`src/hw/opb_pkg.sv`:
```
`default_nettype none

package opb_pkg;

  localparam int opb_dwidth  = 32;               // data bus
  localparam int opb_awidth  = 32;               // byte address bus
  localparam int opb_bewidth = 4;                // one enable per byte lane

  localparam int word_lsb   = 2;                 // byte address of a 32-bit word
  localparam int page_lsb   = 24;                // page field starts above the widened address
  localparam int page_width = opb_awidth - page_lsb;

  localparam logic [page_width-1:0] page_regs = 'd0;  // register block
  localparam logic [page_width-1:0] page_bram = 'd1;  // block ram

  localparam logic [1:0] reg_scratch = 2'd0;     // read/write
  localparam logic [1:0] reg_tlimit  = 2'd1;     // read/write, low 16 bits
  localparam logic [1:0] reg_tcount  = 2'd2;     // read only
  localparam logic [1:0] reg_id      = 2'd3;     // read only

  localparam logic [opb_dwidth-1:0] ctrl_id_value = 32'h4550_4201;

  localparam int                      tlimit_width = 16;
  localparam logic [tlimit_width-1:0] tlimit_reset = 16'd16;

endpackage

`default_nettype wire

```
`src/hw/opb_if.sv`:
```
`timescale 1ns/100ps
`default_nettype none

interface opb_if;

  logic                           request;
  logic                           grant;
  logic                           select;
  logic                           rnw;       // high for read
  logic [opb_pkg::opb_bewidth-1:0] be;
  logic [opb_pkg::opb_awidth-1:0]  abus;
  logic [opb_pkg::opb_dwidth-1:0]  wdata;
  logic [opb_pkg::opb_dwidth-1:0]  rdata;     // zero from an unselected slave
  logic                           xfer_ack;
  logic                           err_ack;
  logic                           timeout;

  modport master (
    output request, select, rnw, be, abus, wdata,
    input  grant, rdata, xfer_ack, err_ack, timeout
  );

  modport slave (
    input  request, select, rnw, be, abus, wdata,
    output grant, rdata, xfer_ack, err_ack, timeout
  );

  modport monitor (
    input request, grant, select, rnw, be, abus, wdata,
    input rdata, xfer_ack, err_ack, timeout
  );

endinterface

`default_nettype wire

```
`src/hw/opb_watchdog.sv`:
```
`timescale 1ns/100ps
`default_nettype none

module opb_watchdog (
  input  wire                               OPB_Clk,
  input  wire                               rst_n,
  opb_if.monitor                            mon,
  input  wire  [opb_pkg::tlimit_width-1:0]  tlimit,
  output logic                              timeout,
  output logic                              timeout_pulse
);

  logic [opb_pkg::tlimit_width-1:0] count;
  logic                             waiting;
  logic                             fire_q;

  assign waiting = mon.select & ~mon.xfer_ack & ~mon.err_ack;

  always_ff @(posedge OPB_Clk or negedge rst_n) begin
    if (!rst_n) begin
      count  <= '0;
      fire_q <= 1'b0;
    end else begin
      if (!mon.select) begin
        count <= '0;                            // new select starts from zero
      end else if (waiting && count != '1) begin
        count <= count + 1'b1;
      end
      // lands tlimit cycles after select rises, count never revisits this value
      fire_q <= waiting && (count == tlimit - 1'b1);
    end
  end

  assign timeout       = fire_q;
  assign timeout_pulse = fire_q;                // same event, for the tcount register

endmodule

`default_nettype wire

```
`src/flat_wrapper.sv`:
```
// flat-port wrapper written by rule: the top's interface ports become plain ports
module opb_watchdog_flat 
  (OPB_Clk, rst_n, tlimit, timeout, timeout_pulse, mon_request, mon_grant, mon_select, mon_rnw, mon_be, mon_abus, mon_wdata, mon_rdata, mon_xfer_ack, mon_err_ack, mon_timeout);
  opb_if mon_i ();
  input  wire OPB_Clk;
  input  wire rst_n;
  input  wire  [opb_pkg::tlimit_width-1:0] tlimit;
  output logic timeout;
  output logic timeout_pulse;
  input wire logic [$bits(mon_i.request)-1:0] mon_request;
  input wire logic [$bits(mon_i.grant)-1:0] mon_grant;
  input wire logic [$bits(mon_i.select)-1:0] mon_select;
  input wire logic [$bits(mon_i.rnw)-1:0] mon_rnw;
  input wire logic [$bits(mon_i.be)-1:0] mon_be;
  input wire logic [$bits(mon_i.abus)-1:0] mon_abus;
  input wire logic [$bits(mon_i.wdata)-1:0] mon_wdata;
  input wire logic [$bits(mon_i.rdata)-1:0] mon_rdata;
  input wire logic [$bits(mon_i.xfer_ack)-1:0] mon_xfer_ack;
  input wire logic [$bits(mon_i.err_ack)-1:0] mon_err_ack;
  input wire logic [$bits(mon_i.timeout)-1:0] mon_timeout;
  assign mon_i.request = mon_request;
  assign mon_i.grant = mon_grant;
  assign mon_i.select = mon_select;
  assign mon_i.rnw = mon_rnw;
  assign mon_i.be = mon_be;
  assign mon_i.abus = mon_abus;
  assign mon_i.wdata = mon_wdata;
  assign mon_i.rdata = mon_rdata;
  assign mon_i.xfer_ack = mon_xfer_ack;
  assign mon_i.err_ack = mon_err_ack;
  assign mon_i.timeout = mon_timeout;
  opb_watchdog u_core (.OPB_Clk(OPB_Clk), .rst_n(rst_n), .mon(mon_i), .tlimit(tlimit), .timeout(timeout), .timeout_pulse(timeout_pulse));
endmodule
```
`config.mk`:
```
export PLATFORM = sky130hd
export DESIGN_NAME = opb_watchdog_flat
export DESIGN_NICKNAME = d
export VERILOG_FILES = /design/src/hw/opb_pkg.sv /design/src/hw/opb_if.sv /design/src/hw/opb_watchdog.sv /design/src/flat_wrapper.sv
export SDC_FILE = /design/constraint.sdc
export NUM_CORES = 1
export LEC_CHECK = 0
export BUFFER_PORTS_ARGS = -buffer_cell sky130_fd_sc_hd__buf_2
export CAP_MARGIN = 20
export CORE_ASPECT_RATIO = 0.7
export CORE_MARGIN = 10
export CORE_UTILIZATION = 34
export CTS_CLUSTER_DIAMETER = 40
export DETAILED_ROUTE_END_ITERATION = 12
export PLACE_DENSITY = 0.82
export SLEW_MARGIN = 10
export SYNTH_ARGS = -nofsm -noshare
export SYNTH_HDL_FRONTEND = slang
export SYNTH_SLANG_ARGS = --single-unit
```
`constraint.sdc`:
```
create_clock -name OPB_Clk -period 1.8 [get_ports OPB_Clk]
set_input_delay 0.36 -clock OPB_Clk [delete_from_list [all_inputs] [get_ports OPB_Clk]]
set_output_delay 0.36 -clock OPB_Clk [all_outputs]
set_load 0.02 [all_outputs]
```
==> summary.txt <==
Yosys
  – Library cells used by synthesis: 37
  – Avg Inst Size Synth: 8.61 sq um
  – Mux cell area share after synthesis: 5.60%
  – Synth Area in XOR/XNOR: between 15 and 20%
  – Sequential area share after synthesis: around 30%
  – Flops & latches, synth: 17
  – Largest family of logic cells by synthesized area: simple AND/OR/NAND/NOR gates
  – Post-synthesis compound-gate area fraction: 6.48%
  – Main synth FF type: dfrtp_1
  – Synthesized area: about 1400 sq um
  – Post-synth EDFFs: 0
  – Top-count cell post-synth: xnor2_1
  – Leading area contributor after synthesis: dfrtp_1
  – Share of the synthesized area in the top cell type: a little under 30%
  – Share of flip-flops with an asynchronous set or reset: between 90% and 100%
  – Commonest cells in the netlist: xnor2_1, dfrtp_1
  – Synth Area in Adders: under 10%
  – Syn. warnings: 0
  – Synth Net Count: 293
  – Top cells by area, synth: dfrtp_1, xnor2_1, xor2_1
  – Gate count of the mapped netlist: approximately 170
  – Post-synthesis simple-gate area fraction: approximately 36%

Clocking
  – Clock-pin slew on the worst setup and hold paths: 60 ps
  – Clk root buf: clkbuf_8
  – Clk_lat worst skew: around 250 ps
  – Total CTS buffers: 3
  – CTS max path bufs: 2
  – Clock Sinks: 17
  – H-tree levels: 1
  – CTS tree: yes

Timing
  – Setup violations, final: 1
  – Slew Viols, Final: 0
  – Clock Skews: ~1.9 ps
  – Final Hold Fails: 0
  – Worst slew pin tran: 370 ps
  – Minimum clock period: between 1500 and 2000 ps
  – Post-route setup slack: -14.7 ps
  – Max-slew headroom: 75.3%
  – Unrepaired setup endpoints after global routing: yes
  – Final Cycle Share: 101%
  – Fmax: approximately 550 MHz

Flow run
  – Max_cap viols: 0

Layout
  – FF+latch area: 425 sq um
  – Final Instance Area: slightly above 2000 sq um
  – P&R area growth vs syn: 42.0%
  – Area of the multi-input gates: a little over 1000 sq um
  – Utilization after layout: ~51%
  – Share of layout cells above drive strength 1: between 30 and 40%
  – Ant. Diodes: 0
  – Nets: approximately 360
  – Filler instances: roughly 370

Critical path
  – Critical path's top delay family: simple AND/OR/NAND/NOR gates
  – Reg2Reg Depth: 6
  – R2r endpoint: u_core.timeout
  – Slowest CP cell: or4_4
  – Reg2reg setup slack: -10 ps
  – Worst-path maximum fanout: 2
  – Type of origin of the critical path: input port
  – Critical Path AT: around 2000 ps
  – Worst Path Required: between 1500 and 2000 ps
  – Crit Path Class: input port to flip-flop
  – WP buf/inv: 1
  – Critical path's largest stage delay: around 560 ps
  – RR Startpoint: u_core.count[4]
  – CP cell instances: buf_2 > or3b_4 > or4_4 > nor3_4 > nand4_1 > nor4_2
  – CP Capture Type: flip-flop

Power
  – Flop pwr share: 45.7%
  – Reported net switching power: about 210 uW
  – PwrDens: between 400 and 500 nW/um^2
  – VDD IR max: ~340 uV
  – Internal: ~630 uW
  – Combinational power share: between 20% and 30%
  – P_leak: slightly above 0.9 nW
  – Sw Share: between 20% and 30%
  – Clk pwr share: 34.0%

GRT
  – GRT Residual Overflow: 0
  – Largest net degree at the start of global routing: 18
  – First-pass GRT wire length: ~6300 um
  – GRT Resource Usage Total: 10.4%
  – Vias in the first global route: approximately 1,300
  – Initial antenna violation count: 0

Drt
  – Routed wire length: roughly 3900 um
  – Drc violations: 0
  – WL per Instance: roughly 14 um
  – Drt initial violations: approximately 100
  – DR vias/cell: 5.13
  – Vias: ~1,400
  – 1st-pass router iterations: 4
  – Final ANT Viol Nets: 0

Run status
  – Failing checks: negative setup slack
  – Status: finished with violations

Worst hold path
  – Hold Crit Class: input port to async pin

Place
  – Post-Place Setup Slack: -280 ps
  – Cell Area, Placed: about 1900 sq um
  – Final Wtd Congestion: 0.789
  – Post-DP HPWL: roughly 3000 um
  – Port buffer count: 22

Floorplanning
  – Die Area: roughly 7200 sq um
  – Die extent in x: 97.5 um
  – Core Area: ~4000 sq um
  – Boundary pin count: approximately 130
  – Initial Utilization: a little over a third
  – Die Height: roughly 74 um
  – Row count: 19
power by group through the flow:
stage                     sequential [mW]  clock, mW  combinational (mW)
final                               0.385      0.287               0.171
after global routing                0.385      0.309               0.189
after CTS                           0.385      0.292               0.160
after detailed placement            0.392          0               0.157
after global placement              0.392          0               0.152
after floorplan                     0.393          0              0.0646
layout make-up:
cell class / instances / area share [%]
Clock buffer: 4 / 2.22
Timing Repair Buffer: 64 / 21.3
Multi-Input combinational cell: 137 / 51.0
Inverter: 7 / 1.29
Sequential cell: 17 / 21.0
Tap cell: 52 / 3.21
cell families (layout without fill, tap and decap cells):
kind of cell,Yosys count,count (layout)
compound gates,16,16
flops,17,17
simple gates,83,83
fa+ha+maj,2,2
xor+xnor,28,28
mux,8,8
buf+inv,12,75
worst register-to-register path: stages (launching register included):
cell and delay [ps]:
dfrtp_1 390, xnor2_1 170, a31oi_1 60, or4_4 540, nor3_4 130, nand4_1 120, nor4_2 290
cell usage in the layout, fill, tap and decap left out, types with 3 or more instances in the layout:
cell type	instances
nand3_1	7
clkbuf_8	3
nor3_1	6
nor3_2	4
and2_1	10
inv_1	6
mux2i_1	8
nand4_1	8
xnor2_1	18
buf_2	22
xor2_1	10
nor2_1	5
or3_1	4
nand2_1	10
dfrtp_1	17
o21ai_0	6
a21oi_1	3
nor4_1	3
buf_4	40
nor2b_1	4
sequential cells by signal, summed over array words and instances, names as in the netlist:
| signal | count |
|---|---|
| u_core.count | 16 |
| u_core.timeout | 1 |
routing by layer:
| layer | GRT usage (%) | routed length [um] |
|---|---|---|
| met4 | 3.54 | 57 |
| met1 | 13.8 | 1860 |
| met5 | 0 | 0 |
| met2 | 15.1 | 1630 |
| met3 | 3.70 | 309 |
through the flow:
stage	power (mW)	std cells	TNS, ps	hold slack (ps)
after global placement	0.544	272	-1100	296
after global routing	0.883	281	-142	40.4
final	0.843	281	-14.7	11.4
after floorplan	0.457	166	0	64.4
after CTS	0.837	278	-2.32	20.9
after detailed placement	0.549	272	-1500	297
repair_timing:
action,in CTS,in global routing
hold buffers,0,0
resized for setup,2,21
gates cloned,0,0
pin swaps,1,14
endpoints found under the setup margin,2,6
setup buffers,2,3
how the worst max path moves through the flow:
stage	from	endpoint	cells after the start
final	mon_xfer_ack	u_core.timeout	6
after global routing	tlimit[0]	u_core.timeout	10
after CTS	u_core.count[4]	u_core.timeout	6
after detailed placement	tlimit[0]	u_core.timeout	9
after global placement	tlimit[0]	u_core.timeout	9
after floorplan	u_core.count[0]	u_core.count[6]	7
No activity file was read; power rests on OpenSTA's default activity.
