**src/hw/opb_pkg.sv**
```systemverilog
`default_nettype none

package opb_pkg;

  localparam int opb_dwidth  = 32;               // data bus
  localparam int opb_awidth  = 32;               // byte address bus
  localparam int opb_bewidth = 4;                // one enable per byte lane

  localparam int word_lsb   = 2;                 // byte address of a 32-bit word
  localparam int page_lsb   = 24;                // page field starts above the widened address
  localparam int page_width = opb_awidth - page_lsb;

  localparam logic [page_width-1:0] page_regs = 'd0;  // register block
  localparam logic [page_width-1:0] page_bram = 'd1;  // block ram

  localparam logic [1:0] reg_scratch = 2'd0;     // read/write
  localparam logic [1:0] reg_tlimit  = 2'd1;     // read/write, low 16 bits
  localparam logic [1:0] reg_tcount  = 2'd2;     // read only
  localparam logic [1:0] reg_id      = 2'd3;     // read only

  localparam logic [opb_dwidth-1:0] ctrl_id_value = 32'h4550_4201;

  localparam int                      tlimit_width = 16;
  localparam logic [tlimit_width-1:0] tlimit_reset = 16'd16;

endpackage

`default_nettype wire

```
**src/hw/opb_if.sv**
```systemverilog
`timescale 1ns/100ps
`default_nettype none

interface opb_if;

  logic                           request;
  logic                           grant;
  logic                           select;
  logic                           rnw;       // high for read
  logic [opb_pkg::opb_bewidth-1:0] be;
  logic [opb_pkg::opb_awidth-1:0]  abus;
  logic [opb_pkg::opb_dwidth-1:0]  wdata;
  logic [opb_pkg::opb_dwidth-1:0]  rdata;     // zero from an unselected slave
  logic                           xfer_ack;
  logic                           err_ack;
  logic                           timeout;

  modport master (
    output request, select, rnw, be, abus, wdata,
    input  grant, rdata, xfer_ack, err_ack, timeout
  );

  modport slave (
    input  request, select, rnw, be, abus, wdata,
    output grant, rdata, xfer_ack, err_ack, timeout
  );

  modport monitor (
    input request, grant, select, rnw, be, abus, wdata,
    input rdata, xfer_ack, err_ack, timeout
  );

endinterface

`default_nettype wire

```
**src/hw/opb_bus_fabric.sv**
```systemverilog
`timescale 1ns/100ps
`default_nettype none

module opb_bus_fabric (
  input  wire   OPB_Clk,
  input  wire   rst_n,
  opb_if.slave  m,
  opb_if.master s_regs,
  opb_if.master s_bram,
  input  wire   timeout                         // from the watchdog
);

  logic                             grant_q;
  logic [opb_pkg::page_width-1:0]   page;

  // single master, so grant just follows request one cycle late
  always_ff @(posedge OPB_Clk or negedge rst_n) begin
    if (!rst_n) begin
      grant_q <= 1'b0;
    end else begin
      grant_q <= m.request;
    end
  end

  assign m.grant = grant_q;
  assign page    = m.abus[opb_pkg::opb_awidth-1:opb_pkg::page_lsb];

  assign s_regs.select = m.select & (page == opb_pkg::page_regs);
  assign s_bram.select = m.select & (page == opb_pkg::page_bram);

  assign s_regs.request = m.request;
  assign s_regs.rnw     = m.rnw;
  assign s_regs.be      = m.be;
  assign s_regs.abus    = m.abus;
  assign s_regs.wdata   = m.wdata;

  assign s_bram.request = m.request;
  assign s_bram.rnw     = m.rnw;
  assign s_bram.be      = m.be;
  assign s_bram.abus    = m.abus;
  assign s_bram.wdata   = m.wdata;

  assign m.rdata    = s_regs.rdata | s_bram.rdata;  // idle slaves return zero
  assign m.xfer_ack = s_regs.xfer_ack | s_bram.xfer_ack;
  assign m.err_ack  = s_regs.err_ack | s_bram.err_ack;
  assign m.timeout  = timeout;

endmodule

`default_nettype wire

```
**src/flat_wrapper.sv**
```systemverilog
// flat-port wrapper written by rule: the top's interface ports become plain ports
module opb_bus_fabric_flat 
  (OPB_Clk, rst_n, timeout, m_request, m_select, m_rnw, m_be, m_abus, m_wdata, m_grant, m_rdata, m_xfer_ack, m_err_ack, m_timeout, s_regs_request, s_regs_select, s_regs_rnw, s_regs_be, s_regs_abus, s_regs_wdata, s_regs_grant, s_regs_rdata, s_regs_xfer_ack, s_regs_err_ack, s_regs_timeout, s_bram_request, s_bram_select, s_bram_rnw, s_bram_be, s_bram_abus, s_bram_wdata, s_bram_grant, s_bram_rdata, s_bram_xfer_ack, s_bram_err_ack, s_bram_timeout);
  opb_if m_i ();
  opb_if s_regs_i ();
  opb_if s_bram_i ();
  input  wire OPB_Clk;
  input  wire rst_n;
  input  wire timeout;
  input wire logic [$bits(m_i.request)-1:0] m_request;
  input wire logic [$bits(m_i.select)-1:0] m_select;
  input wire logic [$bits(m_i.rnw)-1:0] m_rnw;
  input wire logic [$bits(m_i.be)-1:0] m_be;
  input wire logic [$bits(m_i.abus)-1:0] m_abus;
  input wire logic [$bits(m_i.wdata)-1:0] m_wdata;
  output wire logic [$bits(m_i.grant)-1:0] m_grant;
  output wire logic [$bits(m_i.rdata)-1:0] m_rdata;
  output wire logic [$bits(m_i.xfer_ack)-1:0] m_xfer_ack;
  output wire logic [$bits(m_i.err_ack)-1:0] m_err_ack;
  output wire logic [$bits(m_i.timeout)-1:0] m_timeout;
  output wire logic [$bits(s_regs_i.request)-1:0] s_regs_request;
  output wire logic [$bits(s_regs_i.select)-1:0] s_regs_select;
  output wire logic [$bits(s_regs_i.rnw)-1:0] s_regs_rnw;
  output wire logic [$bits(s_regs_i.be)-1:0] s_regs_be;
  output wire logic [$bits(s_regs_i.abus)-1:0] s_regs_abus;
  output wire logic [$bits(s_regs_i.wdata)-1:0] s_regs_wdata;
  input wire logic [$bits(s_regs_i.grant)-1:0] s_regs_grant;
  input wire logic [$bits(s_regs_i.rdata)-1:0] s_regs_rdata;
  input wire logic [$bits(s_regs_i.xfer_ack)-1:0] s_regs_xfer_ack;
  input wire logic [$bits(s_regs_i.err_ack)-1:0] s_regs_err_ack;
  input wire logic [$bits(s_regs_i.timeout)-1:0] s_regs_timeout;
  output wire logic [$bits(s_bram_i.request)-1:0] s_bram_request;
  output wire logic [$bits(s_bram_i.select)-1:0] s_bram_select;
  output wire logic [$bits(s_bram_i.rnw)-1:0] s_bram_rnw;
  output wire logic [$bits(s_bram_i.be)-1:0] s_bram_be;
  output wire logic [$bits(s_bram_i.abus)-1:0] s_bram_abus;
  output wire logic [$bits(s_bram_i.wdata)-1:0] s_bram_wdata;
  input wire logic [$bits(s_bram_i.grant)-1:0] s_bram_grant;
  input wire logic [$bits(s_bram_i.rdata)-1:0] s_bram_rdata;
  input wire logic [$bits(s_bram_i.xfer_ack)-1:0] s_bram_xfer_ack;
  input wire logic [$bits(s_bram_i.err_ack)-1:0] s_bram_err_ack;
  input wire logic [$bits(s_bram_i.timeout)-1:0] s_bram_timeout;
  assign m_i.request = m_request;
  assign m_i.select = m_select;
  assign m_i.rnw = m_rnw;
  assign m_i.be = m_be;
  assign m_i.abus = m_abus;
  assign m_i.wdata = m_wdata;
  assign m_grant = m_i.grant;
  assign m_rdata = m_i.rdata;
  assign m_xfer_ack = m_i.xfer_ack;
  assign m_err_ack = m_i.err_ack;
  assign m_timeout = m_i.timeout;
  assign s_regs_request = s_regs_i.request;
  assign s_regs_select = s_regs_i.select;
  assign s_regs_rnw = s_regs_i.rnw;
  assign s_regs_be = s_regs_i.be;
  assign s_regs_abus = s_regs_i.abus;
  assign s_regs_wdata = s_regs_i.wdata;
  assign s_regs_i.grant = s_regs_grant;
  assign s_regs_i.rdata = s_regs_rdata;
  assign s_regs_i.xfer_ack = s_regs_xfer_ack;
  assign s_regs_i.err_ack = s_regs_err_ack;
  assign s_regs_i.timeout = s_regs_timeout;
  assign s_bram_request = s_bram_i.request;
  assign s_bram_select = s_bram_i.select;
  assign s_bram_rnw = s_bram_i.rnw;
  assign s_bram_be = s_bram_i.be;
  assign s_bram_abus = s_bram_i.abus;
  assign s_bram_wdata = s_bram_i.wdata;
  assign s_bram_i.grant = s_bram_grant;
  assign s_bram_i.rdata = s_bram_rdata;
  assign s_bram_i.xfer_ack = s_bram_xfer_ack;
  assign s_bram_i.err_ack = s_bram_err_ack;
  assign s_bram_i.timeout = s_bram_timeout;
  opb_bus_fabric u_core (.OPB_Clk(OPB_Clk), .rst_n(rst_n), .m(m_i), .s_regs(s_regs_i), .s_bram(s_bram_i), .timeout(timeout));
endmodule
```
**config.mk**
```make
export PLATFORM = sky130hd
export DESIGN_NAME = opb_bus_fabric_flat
export DESIGN_NICKNAME = d
export VERILOG_FILES = /design/src/hw/opb_pkg.sv /design/src/hw/opb_if.sv /design/src/hw/opb_bus_fabric.sv /design/src/flat_wrapper.sv
export SDC_FILE = /design/constraint.sdc
export NUM_CORES = 1
export LEC_CHECK = 0
export BUFFER_PORTS_ARGS = -buffer_cell sky130_fd_sc_hd__buf_2
export CORE_AREA = 5 5 123 125
export CTS_BUF_LIST = sky130_fd_sc_hd__clkbuf_4 sky130_fd_sc_hd__clkbuf_8 sky130_fd_sc_hd__clkbuf_16
export DETAILED_ROUTE_END_ITERATION = 10
export DIE_AREA = 0 0 128 130
export GPL_ROUTABILITY_DRIVEN = 0
export PLACE_DENSITY_LB_ADDON = 0.05
export SYNTH_ARGS = -nofsm -noshare
export SYNTH_HDL_FRONTEND = slang
export SYNTH_SLANG_ARGS = --single-unit
```
**constraint.sdc**
```tcl
create_clock -name OPB_Clk -period 0.83 [get_ports OPB_Clk]
set_input_delay 0.083 -clock OPB_Clk [delete_from_list [all_inputs] [get_ports OPB_Clk]]
set_output_delay 0.083 -clock OPB_Clk [all_outputs]
set_load 0.02 [all_outputs]
```
==> impl_metrics.yaml <==
outcome:
  outcome: "finished with violations"
  violations: "setup timing"
power_and_ir_drop:
  power.internal_uw: 346
  p_seq_frac: 0.082
  switchingPower_uw: 298
  swShare: 0.462
  power_leakage_nw: 0.646
  power_frac_clock: 0
  pwr-share-comb: 0.918
  cellPowerDensity_nw_per_um2: 509
  max-vdd-ir-drop_mv: 0.0744
global_routing:
  grt_max_degree: 5
  grt_pass1_wl_mm: 4.52
  overflow: 0
  first_global_vias: 927
  grt_usage: 0.0331
  grt_antenna_before_repair: 0
synthesis:
  syn_area_sq_um: 1330
  ys_seq_area_frac: 0.0188
  syn_nets: 327
  syn_inst: 181
  synth_warnings: 0
  syn_area_per_cell_sq_um: 7.36
  synth.distinct_cells: 8
  ys_ff_latch: 1
worst_setup_path:
  cp.arrival_ns: 1.07
  worstSetupEndpointType: "output pin"
  startpoint_type: "input pin"
  cpMaxStageDelayCell: "or4_4"
  crit_chain: "buf_6 > or4_4 > nor3_4 > buf_6"
  cpPeakStageDelay_ns: 0.57
  crit_end: "s_bram_select"
  worstPathMaxFanout: 2
  cp_num_buf_inv: 2
  crit_family: "simple AND/OR/NAND/NOR gates"
  worst-path-stages: 4
  worst_path_most_repeated_cell: "buf_6"
  crit_start: "m_abus[29]"
  critical_path_class: "input pin to output pin"
  required_ns: 0.75
drt:
  via_count: 912
  drt_iter0_drc: 2
  first_pass_iters: 2
  drc: 0
  ant_nets: 0
  post_drt_wl_per_cell_um: 9.48
  routed_via_density: 2.55
  finalWirelength_mm: 3.39
cells_and_area:
  area_delta_synth_final_pct: -4.98
  final_cell_mix: "buf_2 (128), or2_2 (25), or2_1 (9)"
  layout_commonest_cell: "buf_2"
  nets: 326
  diodes: 0
  largest_reg_flops: 1
  drive_gt1_frac: 0.933
floorplan:
  placementRows: 43
  chipWidth_um: 128
  fp.dieArea_sq_um: 16600
  ios: 324
  die_h_um: 130
  core-area_sq_um: 13800
  start_util: 0.0967
sta:
  worst_slew_pin_slew_ns: 0.132
  clock.fmax_mhz: 869
  final.period_utilization: 1.39
  setup_violations: 2
  rsz0062_at_grt: "yes"
  period_needed_ns: 1.15
  max_slew_margin: 0.912
  slew_violations: 0
  layout_setup_ws_ns: -0.321
  hold_violations: 0
  hold_slack_ns: 0.166
place:
  port_buffers: 134
  place_hpwl_mm: 3.26
  dp_slack_ns: -0.371
hold_path:
  hold_path.class: "input pin to output pin"
job:
  drv_cap: 0
-- cells by family (layout without fill, tap and decap cells) --
kind of cell | count (synthesis) | count (layout) | synth area share
buffers and inverters | 142 | 139 | 0.798
flip-flops | 1 | 1 | 0.0188
AND/OR/NAND/NOR | 38 | 38 | 0.183
-- worst min path at each step --
stage                startpoint  cells after the start          endpoint
global route        m_wdata[11]                      0  s_bram_wdata[11]
floorplan                 rst_n                      0    u_core.m.grant
CTS                     timeout                      0         m_timeout
global placement          rst_n                      1    u_core.m.grant
finish               m_abus[13]                      0   s_regs_abus[13]
detailed placement        rst_n                      1    u_core.m.grant
-- power groups by stage --
stage	clock network, mW	registers, mW	logic, mW
floorplan	0	0.0561	1.19
global placement	0	0.0527	0.594
detailed placement	0	0.0529	0.590
CTS	0	0.0525	0.607
global route	0	0.0527	0.645
finish	0	0.0525	0.591
-- Yosys cell counts, drive strengths merged --
cell,number,share of area
or2,34,0.16
or4b,1,0.0075
inv,1,0.0028
buf,141,0.80
or4,1,0.0085
dfrtp,1,0.019
nor3,2,0.0075
-- metrics by stage --
stage | instance area, sq um | instances | setup TNS (ns) | total power [mW] | util
CTS | 1260 | 358 | -0.658 | 0.659 | 0.0918
finish | 1260 | 358 | -0.639 | 0.644 | 0.0918
floorplan | 1360 | 181 | -0.342 | 1.25 | -
global route | 1260 | 358 | -0.694 | 0.698 | 0.0918
detailed placement | 1220 | 357 | -0.732 | 0.643 | 0.0884
global placement | 1220 | 357 | -0.725 | 0.647 | 0.0884
-- per-layer routing --
layer  up-vias  GRT usage  part of all wire
met2        98     0.0656              0.50
met5         -          0                 0
met4         0     0.0418              0.12
met1       362     0.0179              0.18
met3        50     0.0143              0.19
li1        402          -                 -
-- timing repair --
item	in CTS	in global routing
setup buffers	0	0
endpoints found under the setup margin	2	2
cloned	0	0
pin swaps	4	0
endpoints found under the hold margin	1	0
resized for setup	8	0
hold buffers	1	0
-- area by class of cell --
cell class,count,area (sq um)
Fill cell,1645,12500
Multi-Input combinational cell,38,270
Sequential cell,1,25.0
Timing Repair Buffer,138,741
Inverter,1,3.75
Tap cell,180,225
No activity file was read; power rests on OpenSTA's default activity.
