### config.mk
export PLATFORM = sky130hd
export DESIGN_NAME = opb_ctrl_regs_flat
export DESIGN_NICKNAME = d
export VERILOG_FILES = /design/src/hw/opb_pkg.sv /design/src/hw/opb_if.sv /design/src/hw/opb_ctrl_regs.sv /design/src/flat_wrapper.sv
export SDC_FILE = /design/constraint.sdc
export NUM_CORES = 1
export LEC_CHECK = 0
export BUFFER_PORTS_ARGS = -buffer_cell sky130_fd_sc_hd__buf_2
export CORE_MARGIN = 5
export CORE_UTILIZATION = 30
export DETAILED_ROUTE_END_ITERATION = 16
export PLACE_DENSITY = 0.49
export SETUP_SLACK_MARGIN = 0.15
export SYNTH_ARGS = -nofsm -noshare
export SYNTH_HDL_FRONTEND = slang
export SYNTH_SLANG_ARGS = --single-unit
### constraint.sdc
create_clock -name OPB_Clk -period 1.9 [get_ports OPB_Clk]
set_clock_uncertainty 0.1 [all_clocks]
set_input_delay 0.19 -clock OPB_Clk [delete_from_list [all_inputs] [get_ports OPB_Clk]]
set_output_delay 0.19 -clock OPB_Clk [all_outputs]
set_load 0.1 [all_outputs]
### src/hw/opb_pkg.sv
`default_nettype none

package opb_pkg;

  localparam int opb_dwidth  = 32;               // data bus
  localparam int opb_awidth  = 32;               // byte address bus
  localparam int opb_bewidth = 4;                // one enable per byte lane

  localparam int word_lsb   = 2;                 // byte address of a 32-bit word
  localparam int page_lsb   = 24;                // page field starts above the widened address
  localparam int page_width = opb_awidth - page_lsb;

  localparam logic [page_width-1:0] page_regs = 'd0;  // register block
  localparam logic [page_width-1:0] page_bram = 'd1;  // block ram

  localparam logic [1:0] reg_scratch = 2'd0;     // read/write
  localparam logic [1:0] reg_tlimit  = 2'd1;     // read/write, low 16 bits
  localparam logic [1:0] reg_tcount  = 2'd2;     // read only
  localparam logic [1:0] reg_id      = 2'd3;     // read only

  localparam logic [opb_dwidth-1:0] ctrl_id_value = 32'h4550_4201;

  localparam int                      tlimit_width = 16;
  localparam logic [tlimit_width-1:0] tlimit_reset = 16'd16;

endpackage

`default_nettype wire

### src/hw/opb_if.sv
`timescale 1ns/100ps
`default_nettype none

interface opb_if;

  logic                           request;
  logic                           grant;
  logic                           select;
  logic                           rnw;       // high for read
  logic [opb_pkg::opb_bewidth-1:0] be;
  logic [opb_pkg::opb_awidth-1:0]  abus;
  logic [opb_pkg::opb_dwidth-1:0]  wdata;
  logic [opb_pkg::opb_dwidth-1:0]  rdata;     // zero from an unselected slave
  logic                           xfer_ack;
  logic                           err_ack;
  logic                           timeout;

  modport master (
    output request, select, rnw, be, abus, wdata,
    input  grant, rdata, xfer_ack, err_ack, timeout
  );

  modport slave (
    input  request, select, rnw, be, abus, wdata,
    output grant, rdata, xfer_ack, err_ack, timeout
  );

  modport monitor (
    input request, grant, select, rnw, be, abus, wdata,
    input rdata, xfer_ack, err_ack, timeout
  );

endinterface

`default_nettype wire

### src/hw/opb_ctrl_regs.sv
`timescale 1ns/100ps
`default_nettype none

module opb_ctrl_regs #(
  parameter int TCOUNT_WIDTH = 8
) (
  input  wire                                  OPB_Clk,
  input  wire                                  rst_n,
  opb_if.slave                                 opb,
  input  wire                                  timeout_pulse,
  output logic [opb_pkg::tlimit_width-1:0]     tlimit
);

  logic [opb_pkg::opb_dwidth-1:0]   scratch;
  logic [TCOUNT_WIDTH-1:0]          tcount;
  logic [opb_pkg::opb_dwidth-1:0]   rdata_q;
  logic [opb_pkg::opb_dwidth-1:0]   rd_word;
  logic [1:0]                       offset;
  logic                             sel_q;
  logic                             start;
  logic                             ro_write;
  logic                             ack_q;
  logic                             err_q;

  assign offset   = opb.abus[opb_pkg::word_lsb +: 2];
  assign start    = opb.select & ~sel_q;        // first cycle of a select
  assign ro_write = ~opb.rnw & (offset == opb_pkg::reg_tcount || offset == opb_pkg::reg_id);

  always_comb begin
    case (offset)
      opb_pkg::reg_scratch: rd_word = scratch;
      opb_pkg::reg_tlimit:  rd_word = {{(opb_pkg::opb_dwidth-opb_pkg::tlimit_width){1'b0}}, tlimit};
      opb_pkg::reg_tcount:  rd_word = {{(opb_pkg::opb_dwidth-TCOUNT_WIDTH){1'b0}}, tcount};
      default:              rd_word = opb_pkg::ctrl_id_value;
    endcase
  end

  always_ff @(posedge OPB_Clk or negedge rst_n) begin
    if (!rst_n) begin
      sel_q   <= 1'b0;
      ack_q   <= 1'b0;
      err_q   <= 1'b0;
      scratch <= '0;
      tlimit  <= opb_pkg::tlimit_reset;
      tcount  <= '0;
    end else begin
      sel_q <= opb.select;
      ack_q <= start & ~ro_write;
      err_q <= start & ro_write;                // tcount and id refuse writes
      if (start && !opb.rnw && offset == opb_pkg::reg_scratch) begin
        for (int i = 0; i < opb_pkg::opb_bewidth; i++) begin
          if (opb.be[i]) scratch[8*i +: 8] <= opb.wdata[8*i +: 8];
        end
      end
      if (start && !opb.rnw && offset == opb_pkg::reg_tlimit) begin
        for (int i = 0; i < opb_pkg::tlimit_width / 8; i++) begin
          if (opb.be[i]) tlimit[8*i +: 8] <= opb.wdata[8*i +: 8];
        end
      end
      if (timeout_pulse && tcount != '1) tcount <= tcount + 1'b1;  // saturates
    end
  end

  always_ff @(posedge OPB_Clk) begin
    if (start) rdata_q <= rd_word;
  end

  assign opb.xfer_ack = ack_q;
  assign opb.err_ack  = err_q;
  assign opb.rdata    = ack_q ? rdata_q : '0;
  assign opb.grant    = 1'b0;                   // slaves never grant or time out
  assign opb.timeout  = 1'b0;

endmodule

`default_nettype wire

### src/flat_wrapper.sv
// flat-port wrapper written by rule: the top's interface ports become plain ports
module opb_ctrl_regs_flat 
#(
  parameter int TCOUNT_WIDTH = 8
)
  (OPB_Clk, rst_n, timeout_pulse, tlimit, opb_request, opb_select, opb_rnw, opb_be, opb_abus, opb_wdata, opb_grant, opb_rdata, opb_xfer_ack, opb_err_ack, opb_timeout);
  opb_if opb_i ();
  input  wire OPB_Clk;
  input  wire rst_n;
  input  wire timeout_pulse;
  output logic [opb_pkg::tlimit_width-1:0] tlimit;
  input wire logic [$bits(opb_i.request)-1:0] opb_request;
  input wire logic [$bits(opb_i.select)-1:0] opb_select;
  input wire logic [$bits(opb_i.rnw)-1:0] opb_rnw;
  input wire logic [$bits(opb_i.be)-1:0] opb_be;
  input wire logic [$bits(opb_i.abus)-1:0] opb_abus;
  input wire logic [$bits(opb_i.wdata)-1:0] opb_wdata;
  output wire logic [$bits(opb_i.grant)-1:0] opb_grant;
  output wire logic [$bits(opb_i.rdata)-1:0] opb_rdata;
  output wire logic [$bits(opb_i.xfer_ack)-1:0] opb_xfer_ack;
  output wire logic [$bits(opb_i.err_ack)-1:0] opb_err_ack;
  output wire logic [$bits(opb_i.timeout)-1:0] opb_timeout;
  assign opb_i.request = opb_request;
  assign opb_i.select = opb_select;
  assign opb_i.rnw = opb_rnw;
  assign opb_i.be = opb_be;
  assign opb_i.abus = opb_abus;
  assign opb_i.wdata = opb_wdata;
  assign opb_grant = opb_i.grant;
  assign opb_rdata = opb_i.rdata;
  assign opb_xfer_ack = opb_i.xfer_ack;
  assign opb_err_ack = opb_i.err_ack;
  assign opb_timeout = opb_i.timeout;
  opb_ctrl_regs #(.TCOUNT_WIDTH(TCOUNT_WIDTH)) u_core (.OPB_Clk(OPB_Clk), .rst_n(rst_n), .opb(opb_i), .timeout_pulse(timeout_pulse), .tlimit(tlimit));
endmodule
==> results of run 1 <==
## power by group through the flow
stage / Clock, uW / Combinational, uW / Sequential (uW)
2_1_floorplan: 0 / 665 / 3080
3_3_place_gp: 0 / 1490 / 2640
3_5_place_dp: 0 / 1510 / 2660
5_1_grt: 1900 / 1670 / 2660
6_report: 1760 / 1560 / 2610
4_1_cts: 1810 / 1580 / 2620
## sequential cells by signal (all words and copies together), names as in the netlist
register             count
u_core.rdata_q          32
u_core.scratch          32
u_core.tlimit           16
u_core.tcount            8
u_core.opb.err_ack       1
u_core.opb.xfer_ack      1
u_core.sel_q             1
## critical path, delay by kind of cell (launching register included)
family	cells	cell delay [ns]
flops	1	0.51
buf+inv	2	0.35
simple gates	1	0.19
## metal layers
| layer | part of all wire | track usage | vias to the layer above | routed length, um |
|---|---|---|---|---|
| li1 | - | - | 1280 | - |
| met4 | 0.014 | 0.0554 | 2 | 128 |
| met1 | 0.44 | 0.167 | 1291 | 4180 |
| met5 | 0.0014 | 0 | - | 13 |
| met2 | 0.47 | 0.207 | 85 | 4450 |
| met3 | 0.069 | 0.0309 | 9 | 645 |
## placed cells by master, fill, tap and decap left out, types with 3 or more instances in the layout
master and instances:
ha_1 5, mux2_2 19, mux2_1 32, a21oi_1 3
clkbuf_1 3, nor2_1 17, clkbuf_16 9, nand2_4 4
dfrtp_1 57, edfxtp_1 32, dlygate4sd3_1 35, buf_12 34
nand3_1 3, a222oi_1 7, a22oi_1 7, inv_1 3
a21o_1 5, and2_2 32, and2_1 11, buf_2 59
xnor2_1 3, buf_4 10, nand2_1 4
## what timing repair did
item                                   CTS  global route
resized for setup                        2             2
endpoints found under the hold margin  101             0
setup endpoints to repair               14             8
buffers inserted                         3             0
hold buffers                            35             0
## worst min-delay path by stage
stage	from	end	slack, ns	cells past startpoint
global route	opb_rnw	u_core.opb.xfer_ack	0.05	3
detailed placement	rst_n	u_core.tlimit[3]	0.13	2
finish	opb_rnw	u_core.opb.xfer_ack	0.03	3
floorplan	rst_n	u_core.opb.err_ack	-0.21	0
global placement	rst_n	u_core.tlimit[3]	0.12	2
CTS	opb_rnw	u_core.opb.xfer_ack	0.009	3
## per-stage QoR
stage,hold WS [ns],total power (uW),instances
after detailed placement,0.127,4170,539
after global routing,0.0514,6230,593
after CTS,0.00909,6010,593
final,0.0283,5930,593
after global placement,0.122,4130,539
after floorplan,-0.206,3750,282
## logic make-up (layout without fill, tap and decap cells)
group	after synthesis	after routing	share of synthesized area
flops	91	91	0.623
simple gates	83	83	0.127
mux	51	51	0.147
compound gates	29	29	0.0585
buf+inv	18	157	0.0208
fa+ha+maj	5	5	0.0160
xor+xnor	3	3	0.00672
other cells	1	2	0.000959
## area by class of cell
type | count | area, um2
Clock buffer | 13 | 250
Clock inverter | 3 | 40.0
Fill cell | 1184 | 6930
Inverter | 3 | 11.3
Multi-Input combinational cell | 173 | 1440
Sequential cell | 91 | 2440
Tap cell | 172 | 215
Timing Repair Buffer | 138 | 1400
==> results.md, run 1 <==
* Status: completed
* Number of CTS-inserted buffers at 9
* Worst setup EP type: primary output
* Yosys warning total at 0
* IO Port Bufs at 92
* CP Launch Point: u_core.opb.xfer_ack
* Post-synth cell types at 34
* Gate power share at 0.263
* Sequential group share of total power at 0.441
* Worst-path cell chain: buf_4 -> and2_2 -> buf_12
* Number of synthesized flops with an enable pin at 32
* Layout cell share with drive strength beyond 1 at 0.420
* 1st-pass router iterations at 6
* Number of clock sinks at 91
* Die Wd at 124 um
* Post-synth ARST share at 0.648
* Pwr/cell area at 1020 nW/um2
* Synth Flop Type: dfrtp_1
* CORE AREA at 12700 um2
* Effective utilization at floorplan at 0.307
* Top post-synthesis cells by area: dfrtp_1 37%, edfxtp_1 25%, mux2_1 9.2%, and2_1 6.9%, mux2_2 5.5%
* Setup TNS at 0 ns
* Max-slew violation count at 0
* Chip Height at 124 um
* 1st-iter DRT viols at 151
* # H-tree levels at 3
* Design area at 5800 um2
* Placer Congestion at 0.791
* Final period util at 0.885
* Number of global-route vias before repair at 2842
* Post-Synthesis Cell Area at 3910 um2
* Min Clock Period, post-route at 1.68 ns
* Routed wire length at 9410 um
* Drt drc at 0
* Cells after Synth at 281
* Final setup fails at 0
* Finished Core Util at 0.456
* MaxCap Viol Count at 0
* Initial antenna violation count at 1
* First-pass GRT wire length at 14900 um
* RSZ-0062 raised after global routing: false
* Most common cell in the netlist: dfrtp_1
* Sw Ratio at 0.333
* Area leader, netlist: dfrtp_1
* Via/cell ratio at 4.50
* Max Freq at 595 MHz
* Site Rows at 41
* Layout net count at 495
* Root buffer cell: clkbuf_16
* PnR worst setup slack at 0.218 ns
* CP Data Required Time at 1.61 ns
* Synth top cells by count: 58 x dfrtp_1, 43 x and2_1, 32 x edfxtp_1, 32 x mux2_1, 19 x mux2_2
* P&R area growth vs syn at 48.2%
* Reg-to-Reg End: u_core.tcount[1]
* Worst VDD drop at 0.509 mV
* CP max FO at 11
* Clk slew on worst S/H paths at 0.06 ns
* Final HPWL DP at 6170 um
* Register area share after synthesis at 0.623
* Routed len/inst at 15.9 um
* Crit path kind: flop to primary output
* # IOs at 126
* GR Overflow Total at 0
* CP endpoint: opb_rdata[27]
* Yosys reg bits at 91
* Vias at 2667
* Ant diodes at 0
* Avg Cell Area, Syn at 13.9 um2
* P_sw at 1970 uW
* Clock buffer depth at 2
* Largest net degree at the start of global routing at 60
* CP max-delay cell: dfrtp_4
* Pre-CTS WS at 0.0434 ns
* Internal at 3960 uW
* Startpoint types: flop
* Gr usage total at 0.129
* CTS tree: yes
* Final ANT Viol Nets at 0
* Worst hold path type: primary input to flop
* Clock Power Share at 0.296
* Leak pwr at 0.00261 uW
* Critical Path Max Stage Delay at 0.51 ns
* R2R depth at 4
* Placed cell areas at 5130 um2
* Worst-Skew Late Latency at 0.33 ns
* Die ar. at 15400 um2
* Yosys top cell area share at 0.371
* Critical register-to-register path startpoint: u_core.tcount[0]
* Arr. time, crit path at 1.39 ns
* Final Hold Fails at 0
* FF-to-FF setup slack at 0.30 ns
Power figures use the tool's default switching activity.
==> run 2: changes to the inputs <==
HOLD_SLACK_MARGIN = 0.03   (was default)
==> run 2 against run 1 <==
Against the previous run:
- hold slack improved by 0.038 ns
- total power barely moved
- first-iteration DRC count fell by 0.66%
- register-to-register slack about the same
- via count about the same
- critical path depth is the same
- final cell count stayed put
- clock power is essentially flat
- non-clock buffer count did not move
- routed wire length grew 0.28%
- critical path type unchanged
- critical endpoint unchanged
- largest cell class unchanged
==> results.md, run 2 (same netlist as run 1, synthesis figures left out) <==
* FF-to-FF setup slack at 0.30 ns
* Placer Congestion at 0.791
* Largest net degree at the start of global routing at 60
* # IOs at 126
* Register area at 2440 um2
* Arr. time, crit path at 1.39 ns
* RSZ-0062 raised after global routing: false
* Kind of cell adding the most delay to the critical path: flip-flops
* Number of global-route vias before repair at 2841
* Setup TNS at 0 ns
* IO Port Bufs at 92
* Die Wd at 124 um
* Final Hold Fails at 0
* Number of CTS-inserted buffers at 9
* Vias at 2666
* Biggest regs: u_core.rdata_q x32, u_core.scratch x32, u_core.tlimit x16
* Chip Height at 124 um
* CP Data Required Time at 1.61 ns
* Clock buffer depth at 2
* Buffer and inverter count on the worst path at 2
* Worst-Skew Late Latency at 0.33 ns
* Layout net count at 495
* Min Clock Period, post-route at 1.68 ns
* Routed len/inst at 15.9 um
* Multi-input gate area at 1440 um2
* Top routing layer in use: met5
* Crit path kind: flop to primary output
* P&R area growth vs syn at 48.2%
* Drt drc at 0
* Met3 Wirelength at 622 um
* Gr usage total at 0.129
* Hold Crit Depth at 3
* Critical register-to-register path startpoint: u_core.tcount[0]
* Pwr/cell area at 1020 nW/um2
* Die ar. at 15400 um2
* CORE AREA at 12700 um2
* Worst setup EP type: primary output
* Final ANT Viol Nets at 0
* Most frequent cells in the layout: 59 x buf_2, 57 x dfrtp_1, 35 x dlygate4sd3_1
* Leak pwr at 0.00261 uW
* Final period util at 0.885
* Via/cell ratio at 4.50
* Max-slew violation count at 0
* GR Overflow Total at 0
* Layout cell share with drive strength beyond 1 at 0.420
* Ant diodes at 0
* FILL cells at 1184
* Critical Path Max Stage Delay at 0.51 ns
* Root buffer cell: clkbuf_16
* CP max-delay cell: dfrtp_4
* CP max FO at 11
* Worst Hold Path EP: u_core.opb.xfer_ack
* # H-tree levels at 3
* Hold Startpoint: opb_select
* Metal2 WL at 4420 um
* Effective utilization at floorplan at 0.307
* Number of clock sinks at 91
* 1st-pass router iterations at 4
* First-pass GRT wire length at 14900 um
* Final HPWL DP at 6170 um
* Site Rows at 41
* CTS tree: yes
* Max Freq at 594 MHz
* Worst-path cell chain: buf_4 -> and2_2 -> buf_12
* Worst VDD drop at 0.509 mV
* R2R depth at 4
* Worst hold path type: primary input to flop
* Status: completed
* Initial antenna violation count at 1
* Met1 wire length at 4250 um
* Final setup fails at 0
* Routed wire length at 9440 um
* Startpoint types: flop
* 1st-iter DRT viols at 150
* Clk slew on worst S/H paths at 0.06 ns
* Most common cell after layout, fill and taps aside: buf_2
* MaxCap Viol Count at 0
* Reg-to-Reg End: u_core.tcount[1]
* Finished Core Util at 0.456
run 2: cell counts in the layout (fill, tap and decap cells not counted):
No cell type changed its count.
run 2: how the worst max path moves through the flow:
| stage | from | endpoint | slack [ns] | depth (start not counted) |
|---|---|---|---|---|
| after floorplan | u_core.opb.xfer_ack | opb_rdata[10] | 0.19 | 2 |
| after global placement | opb_abus[2] | u_core.scratch[4] | 0.08 | 6 |
| after global routing | u_core.opb.xfer_ack | opb_rdata[23] | 0.16 | 3 |
| after detailed placement | opb_abus[2] | u_core.scratch[3] | 0.04 | 6 |
| after CTS | u_core.sel_q | u_core.scratch[3] | 0.18 | 3 |
| final | u_core.opb.xfer_ack | opb_rdata[27] | 0.22 | 3 |
run 2: metal layers:
layer / up-vias / GRT usage
met3: 9 / 0.0309
met5: - / 0
li1: 1280 / -
met4: 2 / 0.0554
met1: 1294 / 0.168
met2: 81 / 0.207
run 2: area by class of cell:
type / count / area share
tap: 172 / 0.0371
multi-input combinational: 173 / 0.248
sequential: 91 / 0.421
timing repair buffer: 138 / 0.242
clock inverter: 3 / 0.00691
clock buffer: 13 / 0.0432
inverter: 3 / 0.00194
run 2: worst reg2reg max path: stages, from the launching register on:
cell,delay [ns]
dfrtp_1,0.41
ha_1,0.23
nand3_1,0.14
o21ai_1,0.25
mux2_2,0.36
run 2: power breakdown:
part           internal, uW  switching [uW]  leakage, uW
registers              2380             238      0.00105
logic                   526            1030      0.00141
clock network          1050             704     0.000144
total                  3960            1970      0.00261
run 2: through the flow:
| step | cell area, um2 | total power [uW] | hold slack, ns | std cells | setup WS [ns] |
|---|---|---|---|---|---|
| after detailed placement | 5130 | 4170 | 0.127 | 539 | 0.0434 |
| after floorplan | 3960 | 3750 | -0.206 | 282 | 0.186 |
| final | 5800 | 5930 | 0.0667 | 593 | 0.218 |
| after global placement | 5130 | 4130 | 0.122 | 539 | 0.0831 |
| after CTS | 5800 | 6010 | 0.0543 | 593 | 0.178 |
| after global routing | 5800 | 6230 | 0.0971 | 593 | 0.158 |
run 2: repair_timing:
item | CTS | global route
hold buffers | 35 | 0
hold endpoints to repair | 109 | 0
gates cloned | 0 | 0
buffers inserted | 3 | 0
gates resized for setup | 2 | 2
endpoints found under the setup margin | 14 | 8
